**src/main_mem_params.svh**
```systemverilog
`ifndef MAIN_MEM_PARAMS_SVH
`define MAIN_MEM_PARAMS_SVH

////////////////////////////////////////////////////////////
// bank geometry
////////////////////////////////////////////////////////////

`define MEM_BANKS   8
`define MEM_WORDS   512     // words per bank
`define WORD_BITS   64
`define ELEM_BITS   16      // matrix element
`define LANES       4       // elements per word
`define B_WORDS     336     // words of one B row in a bank

////////////////////////////////////////////////////////////
// region word offsets
////////////////////////////////////////////////////////////

`define OFF_B       9'd0
`define OFF_SALT    9'd427
`define OFF_SEED_SE 9'd428
`define OFF_PKH     9'd429
`define OFF_K       9'd431

// beats per full pass of each access mode
`define BEATS_B       2688
`define BEATS_SALT    8
`define BEATS_SEED_SE 8
`define BEATS_PKH     4
`define BEATS_K       4

`define RD_LATENCY  2       // bank read delay
`define IDX_BITS    14

`endif
```
**src/mem_port_pkg.sv**
```systemverilog
`include "main_mem_params.svh"

package mem_port_pkg;

  // four-phase client handshake
  typedef enum logic [1:0] {
    IDLE,
    WAIT_DATA,  // read only, bank latency
    ACK
  } hs_state_e;

  typedef logic [`LANES-1:0][`ELEM_BITS-1:0] beat_t;   // lane j in element j

endpackage

```
**src/mem_layout_pkg.sv**
```systemverilog
`include "main_mem_params.svh"

package mem_layout_pkg;

  // access opcodes
  typedef enum logic [2:0] {
    B_ROW,    // four elements of one B row
    B_COL,    // four elements of one B column
    SALT,
    SEED_SE,
    PKH,
    K
  } mem_op_e;

  typedef logic [$clog2(`MEM_WORDS)-1:0] bank_addr_t;

  typedef logic [`MEM_BANKS-1:0] bank_sel_t;   // one bit per bank

  typedef logic [`LANES-1:0] lane_sel_t;       // one bit per 16-bit lane

  typedef logic [`IDX_BITS-1:0] beat_index_t;

  typedef logic [`WORD_BITS-1:0] word_t;

endpackage

```
**src/mem_write_port.sv**
```systemverilog
`include "main_mem_params.svh"

module mem_write_port (
  input  logic                                    clk,
  input  logic                                    i_arst_n,
  input  logic                                    i_req,
  input  mem_layout_pkg::mem_op_e                 i_op,
  input  mem_layout_pkg::beat_index_t             i_index,
  input  mem_port_pkg::beat_t                     i_data,
  output logic                                    o_ack,
  output mem_layout_pkg::beat_index_t             o_index_next,
  output logic                                    o_last,
  output mem_layout_pkg::bank_addr_t              o_bank_addr,
  output mem_layout_pkg::bank_sel_t               o_banks,
  output mem_layout_pkg::lane_sel_t               o_lanes,
  output mem_layout_pkg::word_t [`MEM_BANKS-1:0]  o_words
);

  mem_port_pkg::hs_state_e   state;
  mem_layout_pkg::bank_sel_t map_banks;
  logic                      wr_fire;

  mem_addr_map u_map (
    .i_op         (i_op),
    .i_index      (i_index),
    .o_bank_addr  (o_bank_addr),
    .o_banks      (map_banks),
    .o_lanes      (o_lanes),
    .o_index_next (o_index_next),
    .o_last       (o_last)
  );

  ////////////////////////////////////////////////////////////
  // handshake
  ////////////////////////////////////////////////////////////

  // write commits on the edge that first sees the request
  assign wr_fire = (state == mem_port_pkg::IDLE) && i_req;

  always_ff @(posedge clk or negedge i_arst_n) begin
    if (!i_arst_n) begin
      state <= mem_port_pkg::IDLE;
    end else begin
      case (state)
        mem_port_pkg::IDLE: begin
          if (i_req) begin
            state <= mem_port_pkg::ACK;
          end
        end
        mem_port_pkg::ACK: begin
          if (!i_req) begin
            state <= mem_port_pkg::IDLE;   // ack drops here
          end
        end
        default: begin
          state <= mem_port_pkg::IDLE;
        end
      endcase
    end
  end

  assign o_ack   = (state == mem_port_pkg::ACK);
  assign o_banks = map_banks & {`MEM_BANKS{wr_fire}};

  ////////////////////////////////////////////////////////////
  // data placement
  ////////////////////////////////////////////////////////////

  always_comb begin
    for (int b = 0; b < `MEM_BANKS; b++) begin
      if (i_op == mem_layout_pkg::B_COL) begin
        o_words[b] = {`LANES{i_data[b % `LANES]}};   // element j into bank 4h+j
      end else begin
        o_words[b] = i_data;   // broadcast
      end
    end
  end

endmodule

```
**src/mem_addr_map.sv**
```systemverilog
`include "main_mem_params.svh"

module mem_addr_map (
  input  mem_layout_pkg::mem_op_e     i_op,
  input  mem_layout_pkg::beat_index_t i_index,
  output mem_layout_pkg::bank_addr_t  o_bank_addr,
  output mem_layout_pkg::bank_sel_t   o_banks,
  output mem_layout_pkg::lane_sel_t   o_lanes,
  output mem_layout_pkg::beat_index_t o_index_next,
  output logic                        o_last
);

  localparam int ROW_BITS = $clog2(`MEM_WORDS);   // word field of a B row index

  // row 7, word 335
  localparam mem_layout_pkg::beat_index_t LAST_B_ROW =
    mem_layout_pkg::beat_index_t'((`MEM_BANKS - 1) * `MEM_WORDS + `B_WORDS - 1);

  mem_layout_pkg::bank_addr_t  cell_word;
  mem_layout_pkg::bank_sel_t   cell_bank;
  mem_layout_pkg::beat_index_t last_index;
  logic                        row_wrap;

  assign cell_word = i_index[3 +: ROW_BITS];   // k / 8
  assign cell_bank = mem_layout_pkg::bank_sel_t'(1) << i_index[2:0];

  ////////////////////////////////////////////////////////////
  // storage rule
  ////////////////////////////////////////////////////////////

  always_comb begin
    o_bank_addr = '0;
    o_banks     = '0;
    o_lanes     = '1;
    last_index  = '0;
    case (i_op)
      mem_layout_pkg::B_ROW: begin
        o_bank_addr = `OFF_B + i_index[ROW_BITS-1:0];
        o_banks     = mem_layout_pkg::bank_sel_t'(1) << i_index[ROW_BITS +: 3];
        last_index  = LAST_B_ROW;
      end
      mem_layout_pkg::B_COL: begin
        // column c = k/2, half h = k mod 2
        o_bank_addr = `OFF_B + i_index[3 +: ROW_BITS];
        o_banks     = {{`LANES{i_index[0]}}, {`LANES{~i_index[0]}}};
        o_lanes     = mem_layout_pkg::lane_sel_t'(1) << i_index[2:1];
        last_index  = mem_layout_pkg::beat_index_t'(`BEATS_B - 1);
      end
      mem_layout_pkg::SALT: begin
        o_bank_addr = `OFF_SALT + cell_word;
        o_banks     = cell_bank;
        last_index  = mem_layout_pkg::beat_index_t'(`BEATS_SALT - 1);
      end
      mem_layout_pkg::SEED_SE: begin
        o_bank_addr = `OFF_SEED_SE + cell_word;
        o_banks     = cell_bank;
        last_index  = mem_layout_pkg::beat_index_t'(`BEATS_SEED_SE - 1);
      end
      mem_layout_pkg::PKH: begin
        o_bank_addr = `OFF_PKH + cell_word;
        o_banks     = cell_bank;
        last_index  = mem_layout_pkg::beat_index_t'(`BEATS_PKH - 1);
      end
      mem_layout_pkg::K: begin
        o_bank_addr = `OFF_K + cell_word;
        o_banks     = cell_bank;
        last_index  = mem_layout_pkg::beat_index_t'(`BEATS_K - 1);
      end
      default: begin
        o_lanes = '0;   // no access
      end
    endcase
  end

  ////////////////////////////////////////////////////////////
  // next index and last beat
  ////////////////////////////////////////////////////////////

  assign row_wrap = (i_op == mem_layout_pkg::B_ROW) &&
                    (i_index[ROW_BITS-1:0] == ROW_BITS'(`B_WORDS - 1));

  always_comb begin
    if (row_wrap) begin
      o_index_next = {i_index[`IDX_BITS-1:ROW_BITS] + 1'b1, {ROW_BITS{1'b0}}};
    end else begin
      o_index_next = i_index + 1'b1;
    end
  end

  assign o_last = (i_index == last_index);

endmodule

```
**config.mk**
```make
export PLATFORM = sky130hd
export DESIGN_NAME = mem_write_port
export DESIGN_NICKNAME = d
export VERILOG_FILES = /design/src/mem_port_pkg.sv /design/src/mem_layout_pkg.sv /design/src/mem_write_port.sv /design/src/mem_addr_map.sv
export VERILOG_INCLUDE_DIRS = /design/src
export SDC_FILE = /design/constraint.sdc
export NUM_CORES = 1
export LEC_CHECK = 0
export BUFFER_PORTS_ARGS = -buffer_cell sky130_fd_sc_hd__buf_4
export CORE_AREA = 2 2 244 246
export CTS_CLUSTER_DIAMETER = 200
export DETAILED_ROUTE_END_ITERATION = 12
export DIE_AREA = 0 0 246 248
export PLACE_DENSITY = 0.39
export SYNTH_ARGS = -nofsm -noshare
export SYNTH_HDL_FRONTEND = slang
export SYNTH_HIERARCHICAL = 1
export SYNTH_SLANG_ARGS = --single-unit
```
**constraint.sdc**
```tcl
create_clock -name clk -period 1.88 [get_ports clk]
set_clock_uncertainty 0.1 [all_clocks]
set_input_delay 0 -clock clk [delete_from_list [all_inputs] [get_ports clk]]
set_output_delay 0 -clock clk [all_outputs]
set_load 0.01 [all_outputs]
```
==> impl_metrics.tcl <==
set metrics [dict create \
    outcome "finished clean" \
    regMostFlops "state" \
    postSynthCellCount 756 \
    io_pins 633 \
    ys_top_cells_by_area "buf_4 40%, mux2_2 35%, xnor2_1 2.3%" \
    finalPower_uw 3250 \
    critPathCaptureType "output pin" \
    ys_async_sr_fraction 1.00 \
    grt_use_total 0.115 \
    p_leak_uw 0.00459 \
    grt_pass1_vias 6274 \
    slew_headroom 0.712 \
    maxCapViolCount 0 \
    min_period_ns 1.83 \
    drive_above_1_share 0.827 \
    syn_area_sq_um 6160 \
    pre_cts_slack_ns -0.0606 \
    clock.fmax_mhz 545 \
    fin_ws_ns 0.0462 \
    setup_tns_ns 0 \
    hpwlAfterDp_um 34800 \
    dr.pass1.iters 4 \
    syn_nets 850 \
    cp_num_buf_inv 4 \
    fin_nets 1179 \
    largest_register_ffs 1 \
    dr_total_vias 6391 \
    cpMostUsedCell "buf_4" \
    ys_ff_latch 1 \
    crit_fanout 4 \
    seq_area_frac_synth 0.00406 \
    io_buffers 632 \
    syn_area_per_cell_sq_um 8.15 \
    drc 0 \
    antennaDiodeCount 0 \
    whs_ns 0.142 \
    largest_registers "state (1)" \
    synth.most_common_cell "buf_4" \
    peakVddDrop_uv 254 \
    hold_viol_final 0 \
    die_width_um 246 \
    num_rows 89 \
    synth_warnings 6 \
    slew_viol_final 0 \
    clk_latency_ns 0 \
    initial_core_util 0.105 \
    synth_ff_type "dfrtp_1" \
    grt_overflow 0 \
    wirelength_um 39600 \
    ant_nets 0 \
    critPathRequiredTime_ns 1.78 \
    die_h_um 248 \
    worstPathArrival_ns 1.73 \
    tightest_slew_ns 0.429 \
    grt_start_max_net_pins 27 \
    grt_pass1_wl_um 50700 \
    core_area_sq_um 58500 \
    max_stage_delay_ns 0.51 \
    final-setup-viol-count 0 \
    n_fill_cell 6600 \
    rsz0062_at_grt "yes" \
    synth-edff-count 0 \
    min_period_over_period 0.975 \
    hold_class "in -> out" \
    critPathSlowestCell "or4_4" \
    drtIter0Drc 237 \
    die_area_sq_um 61000 \
    routabilityCongestion 0.876 \
    post_drt_wl_per_cell_um 21.3 \
    power.density_nw_per_um2 333 \
    crit_family "simple AND/OR/NAND/NOR gates" \
    synth_top_area_cell "buf_4" \
    startpoint_type "input port" \
    synth_common_cells "329 x buf_4, 192 x mux2_2, 22 x o21ai_0" \
    cp_cell_sequence "buf_4, buf_6, or4_4, nor4_4, buf_4, a31oi_2, nor3_2, xor2_1, buf_4" \
    antenna_found_initial 2 \
    yosys.area.top_type_share 0.401 \
    path_class "in -> out" \
    ys_types 52 \
    viasPerCell 3.44 \
    syn2layout_area_growth_pct 58.5 \
]
-- through the flow --
stage | instance area, sq um | std cells | util
6_report | 9760 | 1856 | 0.167
5_1_grt | 9760 | 1856 | 0.167
4_1_cts | 9710 | 1855 | 0.166
3_5_place_dp | 9670 | 1854 | 0.165
3_3_place_gp | 9670 | 1854 | 0.165
2_1_floorplan | 6160 | 756 | -
-- routing by layer --
metal	up-vias	wire, um	global-route usage
met3	26	3050	0.0263
met1	3096	14100	0.123
met5	-	13	0
met2	351	21200	0.224
met4	2	1130	0.0285
li1	2916	-	-
-- worst reg2reg max path: cells and delay by family (launching register included) --
kind / cells / cell delay, ns
buffers and inverters: 1 / 0.06
adder cells (fa/ha/maj): 1 / 0.28
XOR/XNOR: 1 / 0.13
flip-flops: 1 / 0.36
-- final cells by class --
| type | instances | area (sq um) | share of cell area |
|---|---|---|---|
| inverter | 17 | 63.8 | 0.00654 |
| timing repair buffer | 686 | 5230 | 0.536 |
| multi-input combinational | 379 | 3470 | 0.356 |
| sequential | 1 | 25.0 | 0.00256 |
| tap | 773 | 967 | 0.0991 |
-- cell families (layout without fill, tap and decap cells) --
family                   Yosys count  after routing  share of synthesized area
buffers and inverters            376            703                      0.444
multiplexers                     200            200                      0.364
AND/OR/NAND/NOR                   81             81                     0.0707
AO/OA/AOI/OAI                     66             66                     0.0644
XOR/XNOR                          22             22                     0.0313
adder cells (fa/ha/maj)           10             10                     0.0215
flip-flops                         1              1                    0.00406
-- worst paths after layout --
kind                            startpoint                to  slack [ns]  depth (start not counted)
worst max-delay path               i_op[2]  o_index_next[12]        0.05                          9
worst min-delay path            i_data[43]      o_words[427]        0.14                          2
worst max register to register    state[1]          state[1]        0.84                          3
worst min register to register    state[1]          state[1]        0.39                          1
max in group asynchronous         i_arst_n          state[1]        1.35                          2
min in group asynchronous         i_arst_n          state[1]        0.24                          2
-- power by group --
group          internal, uW  switching [uW]
Clock                     0               0
Combinational          1550            1660
Sequential             34.5            10.2
-- layout by cell type (no fill, tap or decap), types with 2 or more instances in the layout --
cell type | netlist | layout
buf_4 | 329 | 678
mux2_2 | 192 | 192
nand2_1 | 21 | 21
o21ai_0 | 22 | 19
nor2_1 | 18 | 18
inv_1 | 16 | 15
xnor2_1 | 16 | 15
a21oi_1 | 14 | 13
ha_1 | 9 | 9
a31oi_1 | 11 | 9
and2_1 | 8 | 8
nor3_1 | 8 | 8
mux2i_1 | 8 | 7
buf_12 | 0 | 6
xor2_1 | 6 | 6
nand3_1 | 6 | 6
o22ai_1 | 5 | 5
o21ai_1 | 0 | 3
nand2b_1 | 2 | 2
a22oi_1 | 2 | 2
nor4_1 | 3 | 2
-- repair_timing --
item / 4_1_cts / 5_1_grt
setup endpoints to repair: 2 / 19
buffers inserted: 0 / 1
resized for setup: 4 / 13
pin swaps: 0 / 2
hold buffers: 1 / 0
endpoints found under the hold margin: 1 / 0
(Power assumes the default switching activity.)
