**src/main_mem_params.svh**
```systemverilog
`ifndef MAIN_MEM_PARAMS_SVH
`define MAIN_MEM_PARAMS_SVH

////////////////////////////////////////////////////////////
// bank geometry
////////////////////////////////////////////////////////////

`define MEM_BANKS   8
`define MEM_WORDS   512     // words per bank
`define WORD_BITS   64
`define ELEM_BITS   16      // matrix element
`define LANES       4       // elements per word
`define B_WORDS     336     // words of one B row in a bank

////////////////////////////////////////////////////////////
// region word offsets
////////////////////////////////////////////////////////////

`define OFF_B       9'd0
`define OFF_SALT    9'd427
`define OFF_SEED_SE 9'd428
`define OFF_PKH     9'd429
`define OFF_K       9'd431

// beats per full pass of each access mode
`define BEATS_B       2688
`define BEATS_SALT    8
`define BEATS_SEED_SE 8
`define BEATS_PKH     4
`define BEATS_K       4

`define RD_LATENCY  2       // bank read delay
`define IDX_BITS    14

`endif
```
**src/mem_port_pkg.sv**
```systemverilog
`include "main_mem_params.svh"

package mem_port_pkg;

  // four-phase client handshake
  typedef enum logic [1:0] {
    IDLE,
    WAIT_DATA,  // read only, bank latency
    ACK
  } hs_state_e;

  typedef logic [`LANES-1:0][`ELEM_BITS-1:0] beat_t;   // lane j in element j

endpackage

```
**src/mem_layout_pkg.sv**
```systemverilog
`include "main_mem_params.svh"

package mem_layout_pkg;

  // access opcodes
  typedef enum logic [2:0] {
    B_ROW,    // four elements of one B row
    B_COL,    // four elements of one B column
    SALT,
    SEED_SE,
    PKH,
    K
  } mem_op_e;

  typedef logic [$clog2(`MEM_WORDS)-1:0] bank_addr_t;

  typedef logic [`MEM_BANKS-1:0] bank_sel_t;   // one bit per bank

  typedef logic [`LANES-1:0] lane_sel_t;       // one bit per 16-bit lane

  typedef logic [`IDX_BITS-1:0] beat_index_t;

  typedef logic [`WORD_BITS-1:0] word_t;

endpackage

```
**src/mem_read_port.sv**
```systemverilog
`include "main_mem_params.svh"

module mem_read_port (
  input  logic                                    clk,
  input  logic                                    i_arst_n,
  input  logic                                    i_req,
  input  mem_layout_pkg::mem_op_e                 i_op,
  input  mem_layout_pkg::beat_index_t             i_index,
  output logic                                    o_ack,
  output mem_port_pkg::beat_t                     o_data,
  output mem_layout_pkg::beat_index_t             o_index_next,
  output logic                                    o_last,
  output mem_layout_pkg::bank_addr_t              o_bank_addr,
  output mem_layout_pkg::bank_sel_t               o_banks,
  output mem_layout_pkg::lane_sel_t               o_lanes,
  input  mem_layout_pkg::word_t [`MEM_BANKS-1:0]  i_words
);

  localparam int CNT_BITS = $clog2(`RD_LATENCY + 1);

  mem_port_pkg::hs_state_e     state;
  logic [CNT_BITS-1:0]         wait_cnt;
  mem_layout_pkg::mem_op_e     op_q;
  mem_layout_pkg::beat_index_t index_q;
  mem_layout_pkg::mem_op_e     map_op;
  mem_layout_pkg::beat_index_t map_index;
  mem_layout_pkg::bank_sel_t   map_banks;
  logic                        rd_issue;
  mem_layout_pkg::word_t       row_word;
  mem_port_pkg::beat_t         col_beat;
  mem_port_pkg::beat_t         merged;

  // live inputs while idle, held access otherwise
  assign map_op    = (state == mem_port_pkg::IDLE) ? i_op : op_q;
  assign map_index = (state == mem_port_pkg::IDLE) ? i_index : index_q;

  mem_addr_map u_map (
    .i_op         (map_op),
    .i_index      (map_index),
    .o_bank_addr  (o_bank_addr),
    .o_banks      (map_banks),
    .o_lanes      (o_lanes),
    .o_index_next (o_index_next),
    .o_last       (o_last)
  );

  always_ff @(posedge clk) begin
    if ((state == mem_port_pkg::IDLE) && i_req) begin
      op_q    <= i_op;
      index_q <= i_index;
    end
  end

  ////////////////////////////////////////////////////////////
  // handshake
  ////////////////////////////////////////////////////////////

  // banks see the read during the first WAIT_DATA cycle
  assign rd_issue = (state == mem_port_pkg::WAIT_DATA) && (wait_cnt == '0);
  assign o_banks  = map_banks & {`MEM_BANKS{rd_issue}};

  always_ff @(posedge clk or negedge i_arst_n) begin
    if (!i_arst_n) begin
      state    <= mem_port_pkg::IDLE;
      wait_cnt <= '0;
      o_data   <= '0;
    end else begin
      case (state)
        mem_port_pkg::IDLE: begin
          if (i_req) begin
            state    <= mem_port_pkg::WAIT_DATA;
            wait_cnt <= '0;
          end
        end
        mem_port_pkg::WAIT_DATA: begin
          if (wait_cnt == CNT_BITS'(`RD_LATENCY)) begin
            o_data <= merged;   // masked words valid this cycle only
            state  <= mem_port_pkg::ACK;
          end else begin
            wait_cnt <= wait_cnt + 1'b1;
          end
        end
        mem_port_pkg::ACK: begin
          if (!i_req) begin
            state <= mem_port_pkg::IDLE;
          end
        end
        default: begin
          state <= mem_port_pkg::IDLE;
        end
      endcase
    end
  end

  assign o_ack = (state == mem_port_pkg::ACK);

  ////////////////////////////////////////////////////////////
  // merge
  ////////////////////////////////////////////////////////////

  always_comb begin
    row_word = '0;
    for (int b = 0; b < `MEM_BANKS; b++) begin
      row_word |= i_words[b];
    end
    // lane j from bank 4h+j, any of its lanes
    for (int j = 0; j < `LANES; j++) begin
      col_beat[j] = '0;
      for (int l = 0; l < `LANES; l++) begin
        col_beat[j] |= i_words[index_q[0] * `LANES + j][l*`ELEM_BITS +: `ELEM_BITS];
      end
    end
    merged = (op_q == mem_layout_pkg::B_COL) ? col_beat : row_word;
  end

endmodule

```
**src/mem_addr_map.sv**
```systemverilog
`include "main_mem_params.svh"

module mem_addr_map (
  input  mem_layout_pkg::mem_op_e     i_op,
  input  mem_layout_pkg::beat_index_t i_index,
  output mem_layout_pkg::bank_addr_t  o_bank_addr,
  output mem_layout_pkg::bank_sel_t   o_banks,
  output mem_layout_pkg::lane_sel_t   o_lanes,
  output mem_layout_pkg::beat_index_t o_index_next,
  output logic                        o_last
);

  localparam int ROW_BITS = $clog2(`MEM_WORDS);   // word field of a B row index

  // row 7, word 335
  localparam mem_layout_pkg::beat_index_t LAST_B_ROW =
    mem_layout_pkg::beat_index_t'((`MEM_BANKS - 1) * `MEM_WORDS + `B_WORDS - 1);

  mem_layout_pkg::bank_addr_t  cell_word;
  mem_layout_pkg::bank_sel_t   cell_bank;
  mem_layout_pkg::beat_index_t last_index;
  logic                        row_wrap;

  assign cell_word = i_index[3 +: ROW_BITS];   // k / 8
  assign cell_bank = mem_layout_pkg::bank_sel_t'(1) << i_index[2:0];

  ////////////////////////////////////////////////////////////
  // storage rule
  ////////////////////////////////////////////////////////////

  always_comb begin
    o_bank_addr = '0;
    o_banks     = '0;
    o_lanes     = '1;
    last_index  = '0;
    case (i_op)
      mem_layout_pkg::B_ROW: begin
        o_bank_addr = `OFF_B + i_index[ROW_BITS-1:0];
        o_banks     = mem_layout_pkg::bank_sel_t'(1) << i_index[ROW_BITS +: 3];
        last_index  = LAST_B_ROW;
      end
      mem_layout_pkg::B_COL: begin
        // column c = k/2, half h = k mod 2
        o_bank_addr = `OFF_B + i_index[3 +: ROW_BITS];
        o_banks     = {{`LANES{i_index[0]}}, {`LANES{~i_index[0]}}};
        o_lanes     = mem_layout_pkg::lane_sel_t'(1) << i_index[2:1];
        last_index  = mem_layout_pkg::beat_index_t'(`BEATS_B - 1);
      end
      mem_layout_pkg::SALT: begin
        o_bank_addr = `OFF_SALT + cell_word;
        o_banks     = cell_bank;
        last_index  = mem_layout_pkg::beat_index_t'(`BEATS_SALT - 1);
      end
      mem_layout_pkg::SEED_SE: begin
        o_bank_addr = `OFF_SEED_SE + cell_word;
        o_banks     = cell_bank;
        last_index  = mem_layout_pkg::beat_index_t'(`BEATS_SEED_SE - 1);
      end
      mem_layout_pkg::PKH: begin
        o_bank_addr = `OFF_PKH + cell_word;
        o_banks     = cell_bank;
        last_index  = mem_layout_pkg::beat_index_t'(`BEATS_PKH - 1);
      end
      mem_layout_pkg::K: begin
        o_bank_addr = `OFF_K + cell_word;
        o_banks     = cell_bank;
        last_index  = mem_layout_pkg::beat_index_t'(`BEATS_K - 1);
      end
      default: begin
        o_lanes = '0;   // no access
      end
    endcase
  end

  ////////////////////////////////////////////////////////////
  // next index and last beat
  ////////////////////////////////////////////////////////////

  assign row_wrap = (i_op == mem_layout_pkg::B_ROW) &&
                    (i_index[ROW_BITS-1:0] == ROW_BITS'(`B_WORDS - 1));

  always_comb begin
    if (row_wrap) begin
      o_index_next = {i_index[`IDX_BITS-1:ROW_BITS] + 1'b1, {ROW_BITS{1'b0}}};
    end else begin
      o_index_next = i_index + 1'b1;
    end
  end

  assign o_last = (i_index == last_index);

endmodule

```
**config.mk**
```make
export PLATFORM = sky130hd
export DESIGN_NAME = mem_read_port
export DESIGN_NICKNAME = d
export VERILOG_FILES = /design/src/mem_port_pkg.sv /design/src/mem_layout_pkg.sv /design/src/mem_read_port.sv /design/src/mem_addr_map.sv
export VERILOG_INCLUDE_DIRS = /design/src
export SDC_FILE = /design/constraint.sdc
export NUM_CORES = 1
export LEC_CHECK = 0
export ABC_CLOCK_PERIOD_IN_PS = 4750
export BUFFER_PORTS_ARGS = -buffer_cell sky130_fd_sc_hd__buf_2
export CAP_MARGIN = 20
export CORE_AREA = 2 2 246 248
export DETAILED_ROUTE_END_ITERATION = 8
export DIE_AREA = 0 0 248 250
export PLACE_DENSITY = 0.35
export SYNTH_ARGS = -nofsm -noshare
export SYNTH_HDL_FRONTEND = slang
export SYNTH_SLANG_ARGS = --single-unit
```
**constraint.sdc**
```tcl
create_clock -name clk -period 4.75 [get_ports clk]
set_input_delay 0.2375 -clock clk [delete_from_list [all_inputs] [get_ports clk]]
set_output_delay 0.2375 -clock clk [all_outputs]
set_load 0.01 [all_outputs]
```
==> results.md <==
- CP max FO: 20
- R2r startpoint: state[1]
- Core area: 59,570 µm²
- Hold_buf cts: 1
- Sequential share of the synthesized area: 28.53%
- Flop-to-flop setup slack: 2.30 ns
- Buf/Inv on CP: 1
- Count of cell types in the netlist: 67
- Rel. slew slack: roughly 40%
- Cell Area, Placed: roughly 12,000 µm²
- CP Data Arrival Time: 4.15 ns
- Die W: between 200 and 250 µm
- Row cnt: 90
- CP peak stage delay: a little over 0.6 ns
- # nets final: 2,198
- GPL Wtd Cong: 0.9816
- Fin crit share: 92.32%
- Hold Path Sink: index_q[7]
- Mapped Nets: between 1.5k and 2k
- Syn Std Cell Area: ~7800 µm²
- Power Density: 432.1 nW/µm²
- Worst Reg-to-Reg Cells: 4
- Endpoint type of the worst setup path: output port
- Total track usage: roughly a fifth
- Average cell area after synthesis: roughly 7.4 µm²
- Cells after Synth: 1,049
- Post-route minimum period: between 4 and 5 ns
- Cell family with most CP delay: simple AND/OR/NAND/NOR gates
- Routed Wire Length: 61.14 mm
- Post_cts resized: 0
- Post-route DRC: 0
- TritonCTS Buffers: 9
- Pint: 0.002594 W
- WL per Instance: 24.85 µm
- Hold Violations, Final: 0
- Critical-path cell list: nor2_4 > mux2i_1 > nand2_1 > fa_1 > a21oi_1 > nand3_1 > a21oi_1 > o21ai_1 > xnor2_1 > a221o_1 > buf_2
- Initial Util: 13.02%
- Slew @ Worst Pin: 0.9028 ns
- Setup Buffers After CTS: 0
- Fin cells: 2,460
- Number of global-route vias before repair: 12.10k
- Hold Crit Start: i_index[7]
- Setup Skew: 0.009043 ns
- Num Clock Sinks: between 80 and 90
- LEAKAGE: 5.132 nW
- Combinational share of power: 62.2%
- DRT Pass-1 Iters: 5
- H-Tree Depth: 3
- Final Max Slew Viols: 0
- Most used DFF post-synth: dfrtp_1
- Sequential share of power: 24.9%
- RSZ-0062 raised after global routing: false
- Setup Crit Path Kind: flop to output port
- Type of the tightest min-delay check: input pin to flop
- Placed cell count: 2,423
- Number of max-cap violations: 0
- Vias per cell: 4.747
- Pin count of the biggest net entering global routing: 130
- Initial DRC count: 815
- Commonest non-fill, non-tap cell in the layout: buf_2
- FMAX: about 230 MHz
- CTS tree: done
- Routed Antenna Nets: 0
- Clock Latency Late Sink: between 0.3 and 0.4 ns
- Most common cell on crit path: a21oi_1
- Yosys warns: 0
- First-pass GRT wire length: about 87 mm
- Critical Path RT: 4.51 ns
- Switching Share: 50.45%
- Clock power frac: 12.9%
- Most frequent cells in the layout: 631 x buf_2, 196 x nor4_1, 150 x o21ai_0
- Initial antenna violation count: 46
- Share of cells above drive strength 1: approximately two fifths
- Detail Placement HPWL: 53.36 mm
- Startpoint Class: flop
- Worst-path clk slew: 0.07 ns
- Setup Viol. Count Final: 0
- Layout area overhead: 56.29%
- Die Area: 62,000 µm²
- Die outline height: 250 µm
- Fraction of registers with async set/reset: 80.00%
- VDD IR max: ~0.0002 V
- P_sw: 0.002642 W
- Design area: approximately 12,000 µm²
- Setup TNS: 0 ns
- Post-synth EDFFs: 17
- Root Buffer: clkbuf_16
- Worst hold path cell count: 1
- Status: finished clean
- End of the worst register-to-register path: o_data[19]
- I/O pin total: around 630
- Gr ovfl total: 0
- Seq cells post-synth: 85
- CTS Buffer Depth: 2
- PortBufs: 632
- Vias: 11.68k
- Slowest CP cell: mux2i_1
## final cells by class
class,count,area (µm²)
clock buffers,12,236.5
multi-input cells,894,5258
repair buffers,647,3306
inverters,16,60.06
diodes,21,52.55
flip-flops and latches,85,2212
fillers,6825,47450
clock inverters,3,15.01
well taps,782,978.4
## routing by layer
| metal | track usage, % | up-vias | wire (µm) |
|---|---|---|---|
| met1 | 23.59 | 5556 | 24900 |
| met3 | 4.871 | 109 | 4844 |
| met5 | 0 | - | 161 |
| met2 | 32.20 | 597 | 29110 |
| li1 | - | 5392 | - |
| met4 | 7.066 | 24 | 2122 |
## cell families after synthesis
kind of cell	count (synthesis)	share of synthesized area (%)
simple gates	566	38.31
compound gates	281	22.24
flops	85	28.53
buf+inv	70	3.857
mux	19	3.179
xor+xnor	15	1.694
fa+ha+maj	13	2.195
## Yosys cell counts, types with 4 or more instances
cell	number	area, µm²
nor4_1	196	1226
o21ai_0	150	750.7
nand2_1	97	364.1
nor2_1	83	311.6
nand3_1	80	400.4
nor3_1	78	390.4
dfrtp_1	68	1702
a22oi_1	65	488.0
clkbuf_1	39	146.4
edfxtp_1	17	510.5
inv_1	14	52.55
a21oi_1	13	65.06
ha_1	12	150.1
xnor2_1	12	105.1
o21ai_1	10	50.05
mux2i_1	9	90.09
a31oi_1	6	37.54
buf_1	5	18.77
buf_2	5	25.02
o22ai_1	5	31.28
and3_1	4	25.02
mux2i_2	4	55.05
nor2b_1	4	25.02
## power groups by stage
stage	clock network (W)	registers, W	logic [W]
2_1_floorplan	0	0.00139	0.00160
3_3_place_gp	0	0.00131	0.00331
3_5_place_dp	0	0.00132	0.00328
4_1_cts	0.000714	0.00131	0.00329
5_1_grt	0.000737	0.00135	0.00357
6_report	0.000674	0.00130	0.00326
## worst reg2reg max path, stage by stage (launching register included)
cell,delay [ns]
dfrtp_1,0.72
nor2b_1,0.22
nand2_4,0.67
buf_4,0.54
o21ai_0,0.18
## sequential cells by signal (all words and copies together) (netlist names)
| name | count |
|---|---|
| index_q | 14 |
| o_data | 64 |
| op_q | 3 |
| state | 2 |
| wait_cnt | 2 |
## metrics by stage
stage	hold slack (ns)	total power, W	setup WS (ns)	util, %
2_1_floorplan	-0.05809	0.002990	1.481	-
3_3_place_gp	0.2304	0.004619	0.8433	19.82
3_5_place_dp	0.2273	0.004595	0.8201	19.82
5_1_grt	0.06432	0.005652	0.1078	20.31
6_report	0.08054	0.005236	0.3648	20.34
4_1_cts	0.04592	0.005306	0.3771	20.25
## how the worst max path moves through the flow
stage | startpoint | endpoint | slack, ns | depth (start not counted)
3_3_place_gp | state[1] | o_bank_addr[8] | 0.84 | 11
3_5_place_dp | state[1] | o_bank_addr[8] | 0.82 | 11
2_1_floorplan | state[0] | o_bank_addr[8] | 1.48 | 13
4_1_cts | state[1] | o_bank_addr[8] | 0.38 | 11
5_1_grt | state[1] | o_bank_addr[8] | 0.11 | 11
6_report | state[1] | o_bank_addr[8] | 0.36 | 11
No activity file was read; power rests on OpenSTA's default activity.
